$ cat src/hw/spectrum/isqrt.sv
// Integer square root
// Bit-serial, one result bit per cycle from the top bit down

`default_nettype none

module isqrt #(
  parameter  int NBITS = 28,
  localparam int MBITS = (NBITS + 1) / 2
) (
  input  logic             clk,
  input  logic             reset,
  input  logic             start,
  input  logic [NBITS-1:0] data,
  output logic [MBITS-1:0] answer,
  output logic             done
);

  localparam int CNT_W = $clog2(MBITS + 1);

  logic                 busy;
  logic [CNT_W-1:0]     bit_idx;
  logic [MBITS-1:0]     trial;
  logic [2*MBITS-1:0]   trial_sq;
  logic [2*MBITS-1:0]   answer_sq;
  logic [2*MBITS-1:0]   data_ext;

  // Candidate with the current bit set
  assign trial     = answer | (MBITS'(1) << bit_idx);
  assign trial_sq  = trial * trial;
  assign answer_sq = answer * answer;
  assign data_ext  = (2*MBITS)'(data);

  assign done = ~busy;

  always_ff @(posedge clk) begin
    if (reset) begin
      busy    <= 1'b0;
      bit_idx <= '0;
    end else if (busy) begin
      if (bit_idx == '0) busy <= 1'b0;
      else bit_idx <= bit_idx - 1'b1;
    end else if (start) begin
      busy    <= 1'b1;
      bit_idx <= CNT_W'(MBITS - 1);
    end
  end

  // Result bits, no reset
  always_ff @(posedge clk) begin
    if (busy) begin
      // Keep the bit if it does not overshoot
      if (trial_sq <= data_ext) answer <= trial;
    end else if (start) begin
      answer <= '0;
    end
  end

  // Finished root never overshoots the radicand
  a_root_bound: assert property (@(posedge clk) disable iff (reset)
    $rose(done) |-> (answer_sq <= data_ext));

endmodule

`default_nettype wire

$ cat config.mk
export PLATFORM = sky130hd
export DESIGN_NAME = isqrt
export DESIGN_NICKNAME = d
export VERILOG_FILES = /design/src/hw/spectrum/isqrt.sv
export SDC_FILE = /design/constraint.sdc
export NUM_CORES = 1
export LEC_CHECK = 0
export ABC_AREA = 1
export BUFFER_PORTS_ARGS = -buffer_cell sky130_fd_sc_hd__buf_2
export CAP_MARGIN = 40
export CORE_UTILIZATION = 60
export DETAILED_ROUTE_END_ITERATION = 16
export GPL_TIMING_DRIVEN = 0
export PLACE_DENSITY = 0.76
export SLEW_MARGIN = 5
export SYNTH_ARGS = -nofsm -noshare
export SYNTH_HDL_FRONTEND = slang
export SYNTH_SLANG_ARGS = --single-unit
$ cat constraint.sdc
create_clock -name clk -period 10.34 [get_ports clk]
set_input_delay 0.517 -clock clk [delete_from_list [all_inputs] [get_ports clk]]
set_output_delay 0.517 -clock clk [all_outputs]
set_load 0.03 [all_outputs]
==> out/results.tsv <==
metric	value	unit
first_iter_violations	382	
cts.hold.buffers_added	0	
die_h	116	um
avgSynthCellArea	7.57	um^2
endpoint_kind	register	
critPathRequiredTime	10.24	ns
dpl_cell_area	8290	um^2
period_minus_slack	8.16	ns
syn_area	7850	um^2
area_growth	6.63	%
synth-warning-count	0	
cp-start-kind	register	
vias_per_cell	5.00	
cts_tree	built	
grt-ovfl-total	0	
totalWireLength	16.7	mm
drive_above_1_share	8.83	%
grt_max_degree	15	
htree_levels	1	
clk_pin_slew	0.05	ns
worstHoldPathType	input pin to register	
route.detailed.drc	0	
gp_routability_congestion	0.894	
yosys.area.top_type	fa_1	
slew_viol_final	0	
clock_path_buffers	2	
antenna_cells	0	
setup_violations	0	
slew_headroom	58.5	%
cts_setup_buffers	0	
synth_nets	1304	
max_freq	0.122	GHz
rsz0062_at_grt	false	
cts-root-buf	clkbuf_16	
wl_per_cell	13.2	um
synth_seq_cells	19	
ant_nets	0	
cts_made_buffers	3	
clk_latency	0.26	ns
netlist-cell-type-count	39	
syn_inst	1038	
hpwl	14.9	mm
synth_area_leaders	fa_1 30%, ha_1 18%, inv_1 14%	
cts_resized	0	
r2r_slack	2.18	ns
first_pass_iters	5	
grt_pass1_wl	29.1	mm
arrival	8.06	ns
die_area	13600	um^2
setup-tns-final	0	ns
core-area	12700	um^2
finalCritPeriodShare	79.0	%
outcome	finished clean	
rows	41	
nets	1354	
whs	0.479	ns
port_buffers	45	
hold_viol	0	
seq_area_frac_synth	6.63	%
ioPinCount	46	
grt_pass1_vias	6264	
via_count	6295	
synth_top_area_share	30.3	%
grt_usage	27.7	%
slowest_delay	0.53	ns
slowest_stage	fa_1	
die_w	116	um
cp_max_fo	14	
start_util	62.0	%
cap_viol_max_count	0	
post-route-util	66.1	%
critPathMostFrequentCell	nand2_1	
skew	0.00143	ns
stdcell_area	8370	um^2
antenna_found_initial	0	
tightest_slew	0.620	ns
clock-sinks	19	
worstSetupPathType	register to register	
-- flip-flops by register name, indices dropped and copies added (netlist names) --
name and cells:
bit_idx 4, answer 14, busy 1
-- path summary, 6_finish.rpt --
| check | start | to | depth (start not counted) |
|---|---|---|---|
| max | bit_idx[0] | answer[8] | 35 |
| min | reset | bit_idx[2] | 2 |
| max reg2reg | bit_idx[0] | answer[8] | 35 |
| min reg2reg | bit_idx[3] | bit_idx[3] | 2 |
-- metrics by stage --
| step | instances | worst slack (ns) |
|---|---|---|
| 2_1_floorplan | 1038 | 3.33 |
| 4_1_cts | 1259 | 2.19 |
| 3_3_place_gp | 1255 | 2.35 |
| 6_report | 1259 | 2.18 |
| 5_1_grt | 1259 | 1.54 |
| 3_5_place_dp | 1255 | 2.24 |
-- synth_stat cells (all sizes together) --
cell type  instances
fa               119
ha               116
xor2              13
xnor2             10
a31oi              7
o21ai             15
nand3b             1
o21bai             6
clkbuf             1
nand2            251
inv              306
buf               17
nand4             12
a21boi             1
a21oi             39
mux2               1
dfxtp              5
edfxtp            14
nor4               2
o22ai              1
nor2              60
nor3               6
nand3             32
a21o               3
-- logic make-up (layout without fill, tap and decap cells) --
logic type,count (synthesis),in the layout,share of synthesized area (%)
flip-flops,19,19,6.63
adder cells (fa/ha/maj),235,235,48.8
buffers and inverters,324,373,16.2
XOR/XNOR,23,23,2.56
AND/OR/NAND/NOR,364,364,19.6
multiplexers,1,1,0.143
AO/OA/AOI/OAI,72,72,6.09
-- metal layers --
metal	vias to the layer above	part of all wire (%)	GRT usage, %
met5	-	0	0
met4	0	2.1	8.03
met3	27	5.7	3.01
met2	152	49	48.0
met1	2930	43	36.5
li1	3186	-	-
-- worst max-delay path: cells and delay by family (launching register included) --
family | cells | cell delay [ns]
AO/OA/AOI/OAI | 1 | 0.26
XOR/XNOR | 1 | 0.23
adder cells (fa/ha/maj) | 9 | 3.77
buffers and inverters | 7 | 0.81
flip-flops | 1 | 0.41
AND/OR/NAND/NOR | 17 | 2.29
-- cells in the final DEF (no fill, tap or decap), drive strengths merged --
master / n
nand3b: 1
nor2: 60
dfxtp: 5
ha: 116
o21ai: 15
nand3: 32
a21oi: 39
nor3: 6
clkbuf: 4
buf: 62
o22ai: 1
nor4: 2
o21bai: 6
inv: 306
mux2: 1
nand4: 12
fa: 119
a21boi: 1
nand2: 251
xnor2: 10
a21o: 3
edfxtp: 14
clkinv: 1
xor2: 13
a31oi: 7
-- cell type report --
cell class | count | area (um^2)
well taps | 172 | 215
multi-input cells | 695 | 6060
plain buffers | 18 | 114
fillers | 1193 | 4300
inverters | 306 | 1160
flip-flops and latches | 19 | 520
repair buffers | 45 | 225
clock buffers | 3 | 75.1
clock inverters | 1 | 5.00
Power is left out: the tool's default activity adds up to more than one toggle a clock period on the data nets, which glitch-free logic cannot reach.
