<file path="config.mk">
export PLATFORM = sky130hd
export DESIGN_NAME = column_gradient
export DESIGN_NICKNAME = d
export VERILOG_FILES = /design/src/common/display_pkg.sv /design/src/hw/display/column_gradient.sv
export VERILOG_INCLUDE_DIRS = /design/src /design/src/common
export SDC_FILE = /design/constraint.sdc
export NUM_CORES = 1
export LEC_CHECK = 0
export BUFFER_PORTS_ARGS = -buffer_cell sky130_fd_sc_hd__buf_2
export CORE_MARGIN = 5
export CORE_UTILIZATION = 37
export DETAILED_ROUTE_END_ITERATION = 10
export PLACE_DENSITY = 0.79
export SETUP_SLACK_MARGIN = 0.05
export SYNTH_ARGS = -nofsm -noshare
export SYNTH_HDL_FRONTEND = slang
export SYNTH_SLANG_ARGS = --single-unit
</file>
<file path="constraint.sdc">
create_clock -name clk -period 1.85 [get_ports clk]
set_clock_uncertainty 0.15 [all_clocks]
set_input_delay 0.0925 -clock clk [delete_from_list [all_inputs] [get_ports clk]]
set_output_delay 0.0925 -clock clk [all_outputs]
set_load 0.005 [all_outputs]
</file>
<file path="src/common/spectrum_defs.svh">
// Spectrum back end width definitions
// Shared sizes for the FFT stream, the histogram and the bar heights

`ifndef SPEC_DEFS_SVH
`define SPEC_DEFS_SVH

////////////////////////////////////////////////////////////////////////////
// FFT stream
////////////////////////////////////////////////////////////////////////////

// Real and imaginary part width from the streaming FFT
`define SPEC_FFT_W 23

// Bin index width, 16384 point transform
`define SPEC_IDX_W 14

// Scale select, right shift amount
`define SPEC_SHIFT_W 4

////////////////////////////////////////////////////////////////////////////
// Histogram and display
////////////////////////////////////////////////////////////////////////////

// Histogram address, 1024 displayed bins
`define SPEC_BINS_W 10

// Bar height width
`define SPEC_HEIGHT_W 10

`endif

</file>
<file path="src/common/display_pkg.sv">
// Display side types
// Histogram address, bar height, screen row and pixel colour

`default_nettype none

`include "spectrum_defs.svh"

package display_pkg;

  localparam int COORD_W = 10;
  localparam int CHAN_W  = 8;

  typedef logic [`SPEC_BINS_W-1:0]   bin_addr_t;
  typedef logic [`SPEC_HEIGHT_W-1:0] height_t;
  typedef logic [COORD_W-1:0]        coord_t;

  // Red in the top byte, then green, then blue
  typedef logic [3*CHAN_W-1:0] pixel_t;

  // Bar colours
  localparam pixel_t PIXEL_RED   = {{CHAN_W{1'b1}}, {CHAN_W{1'b0}}, {CHAN_W{1'b0}}};
  localparam pixel_t PIXEL_GREEN = {{CHAN_W{1'b0}}, {CHAN_W{1'b1}}, {CHAN_W{1'b0}}};
  localparam pixel_t PIXEL_BLACK = '0;

endpackage

`default_nettype wire

</file>
<file path="src/hw/display/column_gradient.sv">
// Column gradient renderer
// Fetches a column's bar height and colours the pixel by its row

`default_nettype none

module column_gradient
  import display_pkg::*;
(
  input  logic      clk,
  input  logic      reset,
  input  bin_addr_t column,
  input  coord_t    row,
  output bin_addr_t rd_addr,
  input  height_t   rd_height,
  output pixel_t    pixel
);

  coord_t  row_q;
  height_t half;

  // Column is the histogram address
  assign rd_addr = column;

  // Split point of the bar
  assign half = rd_height >> 1;

  // Row lines up with the RAM read
  always_ff @(posedge clk) begin
    row_q <= row;
  end

  // Pixel register
  always_ff @(posedge clk) begin
    if (reset) begin
      pixel <= PIXEL_BLACK;
    end else if (row_q > half) begin
      pixel <= PIXEL_RED;
    end else if (row_q < half) begin
      pixel <= PIXEL_GREEN;
    end else begin
      pixel <= PIXEL_BLACK;
    end
  end

endmodule

`default_nettype wire

</file>
==> flow_summary_export.csv <==
group,metric,value,unit
sta,setup_viol,0,
power,peakVddDrop,0.400,mV
synthesis,syn_area,752,um2
global_route,track_usage,0.0865,
synthesis,yosysTopAreaCell,"dfxtp_1",
synthesis,syn_inst,79,
setup_path,rrSetupSlack,0.38,ns
final_layout,fin_nets,147,
final_layout,final_cells,131,
routing,wirelength,1300,um
power,comb_power_share,0.213,
global_route,grt_max_degree,9,
floorplanning,die_y,55.1,um
power,sw_frac_of_total,0.245,
routing,routed_via_density,3.85,
sta,fin_crit,1.47,ns
setup_path,r2r.worst_path.cells,4,
clock_tree,root_buffer,"clkbuf_4",
worst_hold_path,min_path_type,"primary input to output pin",
floorplanning,start_util,0.387,
clock_tree,post-cts-setup-buffers,0,
setup_path,endpoint_kind,"flop",
floorplanning,coreArea,1940,um2
sta,fmax,680,MHz
setup_path,critPathLaunchType,"flop",
clock_tree,clkTransAtPathRegs,0.06,ns
sta,slew_violations,0,
clock_tree,clock_sinks,12,
placement,portBuffers,36,
power,leakagePower,0.515,nW
run,drv_cap,0,
synthesis,seq_area_frac_synth,0.319,
floorplanning,rows,16,
synthesis,yosys.cell_types.count,17,
global_route,gr-total-overflow,0,
global_route,grt_pass1_vias,475,
clock_tree,worstSkewPairLatency,0.27,ns
clock_tree,numCtsBuffers,3,
setup_path,cp_data_arrival_time,1.53,ns
setup_path,worstPathRequired,1.91,ns
clock_tree,cts.hold.buffers_added,11,
routing,route.detailed.drc,0,
power,p_per_area,624,nW/um2
power,p_int,0.000417,W
final_layout,syn2layout_area_growth,17.6,%
setup_path,cp-endpoint,"pixel[14]$_SDFF_PP0_",
synthesis,synth_top_area_share,0.319,
final_layout,final_common_cell,"buf_2",
clock_tree,h-tree-depth,1,
setup_path,r2r-start,"row_q[7]$_DFF_P_",
placement,dp_cells,117,
global_route,antenna_found_initial,0,
routing,antenna_left,0,
power,power_frac_seq,0.510,
routing,first_pass_iters,4,
placement,place_hpwl,1110,um
clock_tree,cts-resized-gates,0,
synthesis,synth.avg_cell_area,9.52,um2
sta,timing.final.crit_share,0.794,
setup_path,critPathMaxFanout,2,
power,pwr-share-clk,0.278,
setup_path,r2r-end,"pixel[14]$_SDFF_PP0_",
sta,whs,0.0350,ns
floorplanning,die_x,55.1,um
final_layout,final_cell_mix,"buf_2 (36), dfxtp_1 (12), dlygate4sd3_1 (11)",
placement,gp_congestion,0.599,
clock_tree,cts_tree,"yes",
setup_path,setup.worst_path.start,"row_q[7]$_DFF_P_",
sta,hold_violations,0,
synthesis,yosysWarningCount,0,
floorplanning,die-area,3030,um2
routing,via_count,504,
floorplanning,io_pins,66,
sta,fin_setup_tns,0,ns
synthesis,synth-seq-cells,12,
clock_tree,cts_max_path_buffers,2,
power,p_sw,0.000135,W
routing,wire_per_inst,9.91,um
global_route,grt_pass1_wl,1850,um
final_layout,drive_gt1_frac,0.423,
synthesis,synth_area_leaders,"dfxtp_1 (32%), buf_4 (32%), ha_1 (15%), inv_1 (5.0%), a21o_1 (2.0%)",
routing,drt-initial-drc-count,1,
setup_path,path_class,"flop to flop",
final_layout,fill_cells,188,
outcome,status,"finished clean",
final_layout,diodes,0,
sta,rsz0062_at_grt,"false",
power groups by stage:
stage | sequential, W | clock (W) | combinational, W
6_report | 0.000281 | 0.000153 | 0.000117
5_1_grt | 0.000284 | 0.000172 | 0.000135
4_1_cts | 0.000282 | 0.000161 | 0.000119
3_5_place_dp | 0.000288 | 0 | 0.000101
3_3_place_gp | 0.000286 | 0 | 0.0000973
2_1_floorplan | 0.000287 | 0 | 0.000107
cell type report:
class | count | area, um2 | share of cell area
tap | 27 | 33.8 | 0.0382
sequential | 12 | 240 | 0.272
multi-input combinational | 32 | 260 | 0.294
inverter | 10 | 37.5 | 0.0424
timing repair buffer | 47 | 290 | 0.328
clock buffer | 3 | 22.5 | 0.0255
worst min-delay path by stage:
stage          slack, ns                to       from  depth (start not counted)
6_report            0.04        rd_addr[1]  column[1]                          0
5_1_grt             0.04        rd_addr[1]  column[1]                          0
4_1_cts             0.04        rd_addr[0]  column[0]                          0
3_5_place_dp        0.04        rd_addr[0]  column[0]                          0
3_3_place_gp        0.04        rd_addr[0]  column[0]                          0
2_1_floorplan      -0.03  row_q[0]$_DFF_P_     row[0]                          0
state kept, by name, indices dropped and copies added (netlist names):
register  cells
row_q        10
pixel         2
kinds of logic (layout without fill, tap and decap cells):
family / count (synthesis) / after routing / synth area share
AOI/OAI and AO/OA: 7 / 7 / 0.0848
adders and majority gates: 9 / 9 / 0.150
buffers and inverters: 42 / 60 / 0.369
DFF: 12 / 12 / 0.319
other: 1 / 8 / 0.00499
and+or+nand+nor: 8 / 8 / 0.0716
synthesized netlist by cell type:
library cell,n
buf_4,32
dfxtp_1,12
inv_1,10
ha_1,9
a21o_1,2
nand2_1,2
nor2_1,2
a211oi_1,1
a21oi_1,1
a21oi_2,1
a221oi_2,1
and3b_1,1
and4b_2,1
conb_1,1
nand2b_1,1
nand4_2,1
o31ai_2,1
critical path, cell delays in order (launching register included):
cell      delay, ns
dfxtp_1        0.30
ha_1           0.28
a21o_1         0.16
a211oi_1       0.32
and3b_1        0.20
per-stage QoR:
step	worst slack [ns]	instance area [um2]	util	total power (W)
2_1_floorplan	0.468	778	-	0.000394
3_3_place_gp	0.412	752	0.387	0.000384
3_5_place_dp	0.395	752	0.387	0.000389
4_1_cts	0.374	885	0.456	0.000562
5_1_grt	0.245	885	0.456	0.000591
6_report	0.380	885	0.456	0.000552
metal layers:
| metal | wire, um | global-route usage |
|---|---|---|
| met1 | 454 | 0.0844 |
| met2 | 561 | 0.154 |
| met3 | 235 | 0.0214 |
| met4 | 46 | 0.0688 |
| met5 | 0 | 0 |
No activity file was read; power rests on OpenSTA's default activity.
