## src/common/spectrum_defs.svh

```systemverilog
// Spectrum back end width definitions
// Shared sizes for the FFT stream, the histogram and the bar heights

`ifndef SPEC_DEFS_SVH
`define SPEC_DEFS_SVH

////////////////////////////////////////////////////////////////////////////
// FFT stream
////////////////////////////////////////////////////////////////////////////

// Real and imaginary part width from the streaming FFT
`define SPEC_FFT_W 23

// Bin index width, 16384 point transform
`define SPEC_IDX_W 14

// Scale select, right shift amount
`define SPEC_SHIFT_W 4

////////////////////////////////////////////////////////////////////////////
// Histogram and display
////////////////////////////////////////////////////////////////////////////

// Histogram address, 1024 displayed bins
`define SPEC_BINS_W 10

// Bar height width
`define SPEC_HEIGHT_W 10

`endif

```

## src/common/audio_pkg.sv

```systemverilog
// Audio side types
// FFT samples, scaled parts, squares, magnitudes and the magnitude FSM

`default_nettype none

`include "spectrum_defs.svh"

package audio_pkg;

  // Scaled part width, squares and roots follow from it
  localparam int SCALED_W = 14;
  localparam int SQUARE_W = 2 * SCALED_W;
  localparam int MAG_W    = (SQUARE_W + 1) / 2;

  // Raw FFT outputs
  typedef logic signed [`SPEC_FFT_W-1:0] fft_sample_t;
  typedef logic [`SPEC_IDX_W-1:0]        fft_index_t;

  // After shift and truncation
  typedef logic signed [SCALED_W-1:0] scaled_t;

  // Sum of squares, unsigned
  typedef logic [SQUARE_W-1:0] square_t;

  // Integer square root result
  typedef logic [MAG_W-1:0] magnitude_t;

  typedef logic [`SPEC_SHIFT_W-1:0] shift_t;

  // Per-bin sequencing
  typedef enum logic [1:0] {
    IDLE,
    SQUARE,
    SUM,
    ROOT
  } mag_state_t;

endpackage

`default_nettype wire

```

## src/common/display_pkg.sv

```systemverilog
// Display side types
// Histogram address, bar height, screen row and pixel colour

`default_nettype none

`include "spectrum_defs.svh"

package display_pkg;

  localparam int COORD_W = 10;
  localparam int CHAN_W  = 8;

  typedef logic [`SPEC_BINS_W-1:0]   bin_addr_t;
  typedef logic [`SPEC_HEIGHT_W-1:0] height_t;
  typedef logic [COORD_W-1:0]        coord_t;

  // Red in the top byte, then green, then blue
  typedef logic [3*CHAN_W-1:0] pixel_t;

  // Bar colours
  localparam pixel_t PIXEL_RED   = {{CHAN_W{1'b1}}, {CHAN_W{1'b0}}, {CHAN_W{1'b0}}};
  localparam pixel_t PIXEL_GREEN = {{CHAN_W{1'b0}}, {CHAN_W{1'b1}}, {CHAN_W{1'b0}}};
  localparam pixel_t PIXEL_BLACK = '0;

endpackage

`default_nettype wire

```

## src/hw/spectrum/spectrum_magnitude.sv

```systemverilog
// Spectrum magnitude
// Scales each FFT bin, squares and sums the parts, runs the square root
// and writes the saturated height into the histogram

`default_nettype none

`include "spectrum_defs.svh"

module spectrum_magnitude
  import audio_pkg::*, display_pkg::*;
(
  input  logic        clk,
  input  logic        reset,
  input  fft_sample_t fft_re,
  input  fft_sample_t fft_im,
  input  fft_index_t  fft_index,
  input  logic        fft_ready,
  input  shift_t      shift,
  output logic        root_start,
  output square_t     root_data,
  input  magnitude_t  root,
  input  logic        root_done,
  output logic        hist_we,
  output bin_addr_t   hist_addr,
  output height_t     hist_height
);

  // Largest bar the display can show
  localparam magnitude_t HEIGHT_LIMIT = magnitude_t'({`SPEC_HEIGHT_W{1'b1}});

  mag_state_t state;
  scaled_t    re_scaled;
  scaled_t    im_scaled;
  square_t    re_square;
  square_t    im_square;
  logic       in_range;

  // Arithmetic shift then keep the low bits
  assign re_scaled = scaled_t'(fft_re >>> shift);
  assign im_scaled = scaled_t'(fft_im >>> shift);

  // Only the lower 1024 bins are displayed
  assign in_range = (fft_index[`SPEC_IDX_W-1:`SPEC_BINS_W] == '0);

  // Sum is registered, root starts on the next cycle
  assign root_start = (state == SUM);

  ////////////////////////////////////////////////////////////////////////////
  // Control
  ////////////////////////////////////////////////////////////////////////////

  always_ff @(posedge clk) begin
    if (reset) begin
      state   <= IDLE;
      hist_we <= 1'b0;
    end else begin
      hist_we <= 1'b0;
      case (state)
        // Strobes outside IDLE are dropped
        IDLE:   if (fft_ready && in_range) state <= SQUARE;
        SQUARE: state <= SUM;
        SUM:    state <= ROOT;
        ROOT: begin
          if (root_done) begin
            state   <= IDLE;
            hist_we <= 1'b1;
          end
        end
        default: state <= IDLE;
      endcase
    end
  end

  ////////////////////////////////////////////////////////////////////////////
  // Datapath
  ////////////////////////////////////////////////////////////////////////////

  always_ff @(posedge clk) begin
    // Capture squares on the strobe cycle
    if (state == IDLE && fft_ready) begin
      re_square <= re_scaled * re_scaled;
      im_square <= im_scaled * im_scaled;
      hist_addr <= fft_index[`SPEC_BINS_W-1:0];
    end
    // Held stable while the root runs
    if (state == SQUARE) begin
      root_data <= re_square + im_square;
    end
    // Saturate instead of wrapping
    if (state == ROOT && root_done) begin
      hist_height <= (root > HEIGHT_LIMIT) ? height_t'(HEIGHT_LIMIT) : height_t'(root);
    end
  end

  // Root unit must be idle when a new root is requested
  a_start_idle: assert property (@(posedge clk) disable iff (reset)
    root_start |-> root_done);

  // Single write per bin
  a_we_pulse: assert property (@(posedge clk) disable iff (reset)
    hist_we |=> !hist_we);

endmodule

`default_nettype wire

```

## config.mk

```make
export PLATFORM = sky130hd
export DESIGN_NAME = spectrum_magnitude
export DESIGN_NICKNAME = d
export VERILOG_FILES = /design/src/common/audio_pkg.sv /design/src/common/display_pkg.sv /design/src/hw/spectrum/spectrum_magnitude.sv
export VERILOG_INCLUDE_DIRS = /design/src /design/src/common
export SDC_FILE = /design/constraint.sdc
export NUM_CORES = 1
export LEC_CHECK = 0
export BUFFER_PORTS_ARGS = -buffer_cell sky130_fd_sc_hd__buf_2
export CAP_MARGIN = 20
export CORE_ASPECT_RATIO = 0.5
export CORE_MARGIN = 2
export CORE_UTILIZATION = 64
export DETAILED_ROUTE_END_ITERATION = 6
export PLACE_DENSITY = 0.84
export SLEW_MARGIN = 25
export SYNTH_ARGS = -nofsm -noshare
export SYNTH_HDL_FRONTEND = slang
export SYNTH_SLANG_ARGS = --single-unit
export TNS_END_PERCENT = 10
```

## constraint.sdc

```tcl
create_clock -name clk -period 9.52 [get_ports clk]
set_clock_uncertainty 0.2 [all_clocks]
set_input_delay 1.428 -clock clk [delete_from_list [all_inputs] [get_ports clk]]
set_output_delay 1.428 -clock clk [all_outputs]
set_load 0.05 [all_outputs]
```

==> flow_metrics.py <==
metrics = {
    "run_status": {
        "outcome": "finished clean",
    },
    "setup_path": {
        "crit_type": "in -> reg",
        "cp_max_fo": 28,
        "cp-start-kind": "input pin",
        "timing.rr.end": "root_data[23]$_DFFE_PN_",
        "required_ps": 9420,
        "reg2reg_slack_ps": 6440,
        "r2r_start": "re_square[3]$_DFFE_PP_",
        "arrival_ps": 8930,
        "reg2regPathDepth": 9,
        "worstSetupEndpointType": "register",
    },
    "synth": {
        "ys_seq_elements": 105,
        "synthMuxAreaShare": 0.0366,
        "async_reset_ff_frac": 0,
        "yosysMostFrequentCell": "inv_1",
        "synth_xor_area_frac": 0.0423,
        "yosysTopAreaCellShare": 0.359,
        "synth_compound_area_frac": 0.0832,
        "netlist_instances": 2009,
        "synth_top_area_cell": "fa_1",
        "synth-edff-count": 102,
        "synth_top_family_by_area": "adder cells",
        "yosys_warnings": 0,
        "avgSynthCellArea_sq_um": 9.68,
        "ys_seq_area_frac": 0.161,
        "synthTopCellsByArea": "fa_1 (36%), edfxtp_1 (16%), ha_1 (10%), inv_1 (9.1%), nor2_1 (3.5%)",
        "synth_flop_cell": "edfxtp_1",
        "synth-simple-area-share": 0.106,
        "synth_area_sq_um": 19400,
        "yosysUniqueCellTypes": 68,
        "synthAdderAreaFrac": 0.464,
        "synthTopCellsByCount": "inv_1 (472), fa_1 (349), nor2_1 (182)",
        "synthesis.nets": 2603,
    },
    "floorplan": {
        "core_area_sq_um": 30100,
        "fp.dieH_um": 127,
        "pin_count": 132,
        "std_cell_rows": 45,
        "die_w_um": 251,
        "start_util": 0.645,
        "fp.dieArea_sq_um": 31900,
    },
    "clocking": {
        "cts.sinks": 105,
        "cts_tree": "yes",
        "clock_path_buffers": 2,
        "ctsResizeCount": 0,
        "root_buffer": "clkbuf_16",
        "cts_hold_buf": 0,
        "cts_buffers": 9,
        "clk_pin_slew_ps": 70,
        "htree_levels": 3,
        "clk_latency_ps": 350,
        "post_cts.repair.setup_buffers": 0,
    },
    "timing": {
        "setup_violations": 0,
        "fin_crit_sh": 0.948,
        "final.setup.tns_ps": 0,
        "tightest_slew_ps": 810,
        "clock.fmax_mhz": 111,
        "rsz0062_at_grt": "false",
        "finalHoldViolCount": 0,
        "slew_headroom": 0.460,
        "min_period_ps": 9030,
        "slew_viol_final": 0,
    },
    "final_layout": {
        "fin_nets": 2740,
        "fillCellCount": 2197,
        "antenna_cells": 0,
        "syn2layout_area_growth_pct": 7.79,
        "multi_input_area_sq_um": 14200,
        "design_area_sq_um": 21000,
        "seqCellArea_sq_um": 3120,
        "final_layout_size_suffix_gt1_frac": 0.123,
    },
    "global_routing": {
        "grt_pass1_wl_um": 72900,
        "grtUsageTotal": 0.290,
        "antenna_found_initial": 2,
        "grt_pass1_vias": 15360,
        "grt_overflow": 0,
        "grt_max_degree": 65,
    },
    "worst_hold_path": {
        "hold_class": "reg -> reg",
        "hold_start": "im_square[2]$_DFFE_PP_",
        "hold_depth": 1,
        "whs_endpoint": "root_data[2]$_DFFE_PN_",
    },
    "place": {
        "dpl.hpwl_um": 37100,
        "port_buffers": 131,
        "post_dp_cell_area_sq_um": 20700,
        "gp_congestion": 0.976,
    },
    "route": {
        "dr_total_vias": 14328,
        "drc": 0,
        "ant_nets": 0,
        "wl_per_cell_um": 17.0,
        "drt_pass1_iterations": 6,
        "vias_per_cell": 5.62,
        "drt_wl_total_um": 43300,
        "drt-initial-drc-count": 1215,
    },
    "run": {
        "maxCapViolCount": 0,
    },
}
[flip-flops by register name, indices dropped and copies added (netlist names)]
signal       cells
im_square       27
hist_height     10
root_data       28
re_square       27
hist_we          1
state            2
hist_addr       10
[cells in the final DEF, fill, tap and decap left out, drive strengths merged, types with 5 or more instances in the layout]
cell type and count:
a211oi 18, a21o 26, a21oi 70, a31o 5, a31oi 13, and2 11, and3 8, buf 174
clkbuf 10, clkinv 5, edfxtp 102, fa 349, ha 163, inv 487, mux2 11, mux2i 34
mux4 11, nand2 159, nand2b 43, nand3 19, nor2 184, nor2b 10, nor3 12, o211ai 7
o21a 18, o21ai 48, o21bai 11, o31ai 5, or2 10, xnor2 74, xor2 20
[critical path, stage by stage]
cell and delay (ps):
buf_2 540, buf_12 280, mux2_2 370, mux2_2 280, a21oi_1 150, nor2_1 60, a21oi_2 290, buf_4 220
nand2b_1 210, inv_1 90, fa_1 550, fa_1 450, fa_1 640, fa_1 450, fa_1 490, inv_1 60
fa_1 500, inv_1 40, ha_1 330, a21o_1 190, a21oi_1 280, nor3b_1 240, o311ai_1 190, nand2_1 140
o2111ai_1 140, a21oi_1 210, xnor2_1 90
[routing by layer]
layer,wire length [um],GRT usage,up-vias
li1,-,-,6523
met5,0,0,-
met2,21500,0.514,569
met4,1350,0.0940,0
met1,17600,0.377,7115
met3,2890,0.0359,121
[final cells by class]
type | count | share of cell area
clock buffers | 10 | 0.0109
clock inverters | 6 | 0.00239
inverters | 487 | 0.0872
multi-input cells | 1369 | 0.679
flip-flops and latches | 105 | 0.149
well taps | 399 | 0.0238
repair buffers | 174 | 0.0473
[stage by stage]
step	hold slack, ps	utilization	worst slack (ps)	instances
after floorplan	305	-	911	2009
after global placement	324	0.686	394	2534
after detailed placement	331	0.686	226	2534
after CTS	347	0.696	586	2550
after global routing	370	0.696	88.7	2550
final	342	0.696	491	2550
[worst max-delay path by stage]
stage                  start                 endpoint  slack, ps  cells past startpoint
floorplan           shift[0]  im_square[26]$_DFFE_PP_        910                     28
global placement    shift[0]  re_square[23]$_DFFE_PP_        390                     29
detailed placement  shift[0]  re_square[23]$_DFFE_PP_        230                     29
CTS                 shift[0]  re_square[23]$_DFFE_PP_        590                     29
global route        shift[0]  re_square[23]$_DFFE_PP_         90                     29
finish              shift[0]  re_square[26]$_DFFE_PP_        490                     27
[cell families after synthesis]
logic type / after synthesis
multiplexers: 56
XOR/XNOR: 94
flip-flops: 105
AO/OA/AOI/OAI: 239
buffers and inverters: 535
AND/OR/NAND/NOR: 468
adder cells (fa/ha/maj): 512
Power is left out: the tool's default activity adds up to more than one toggle a clock period on the data nets, which glitch-free logic cannot reach.
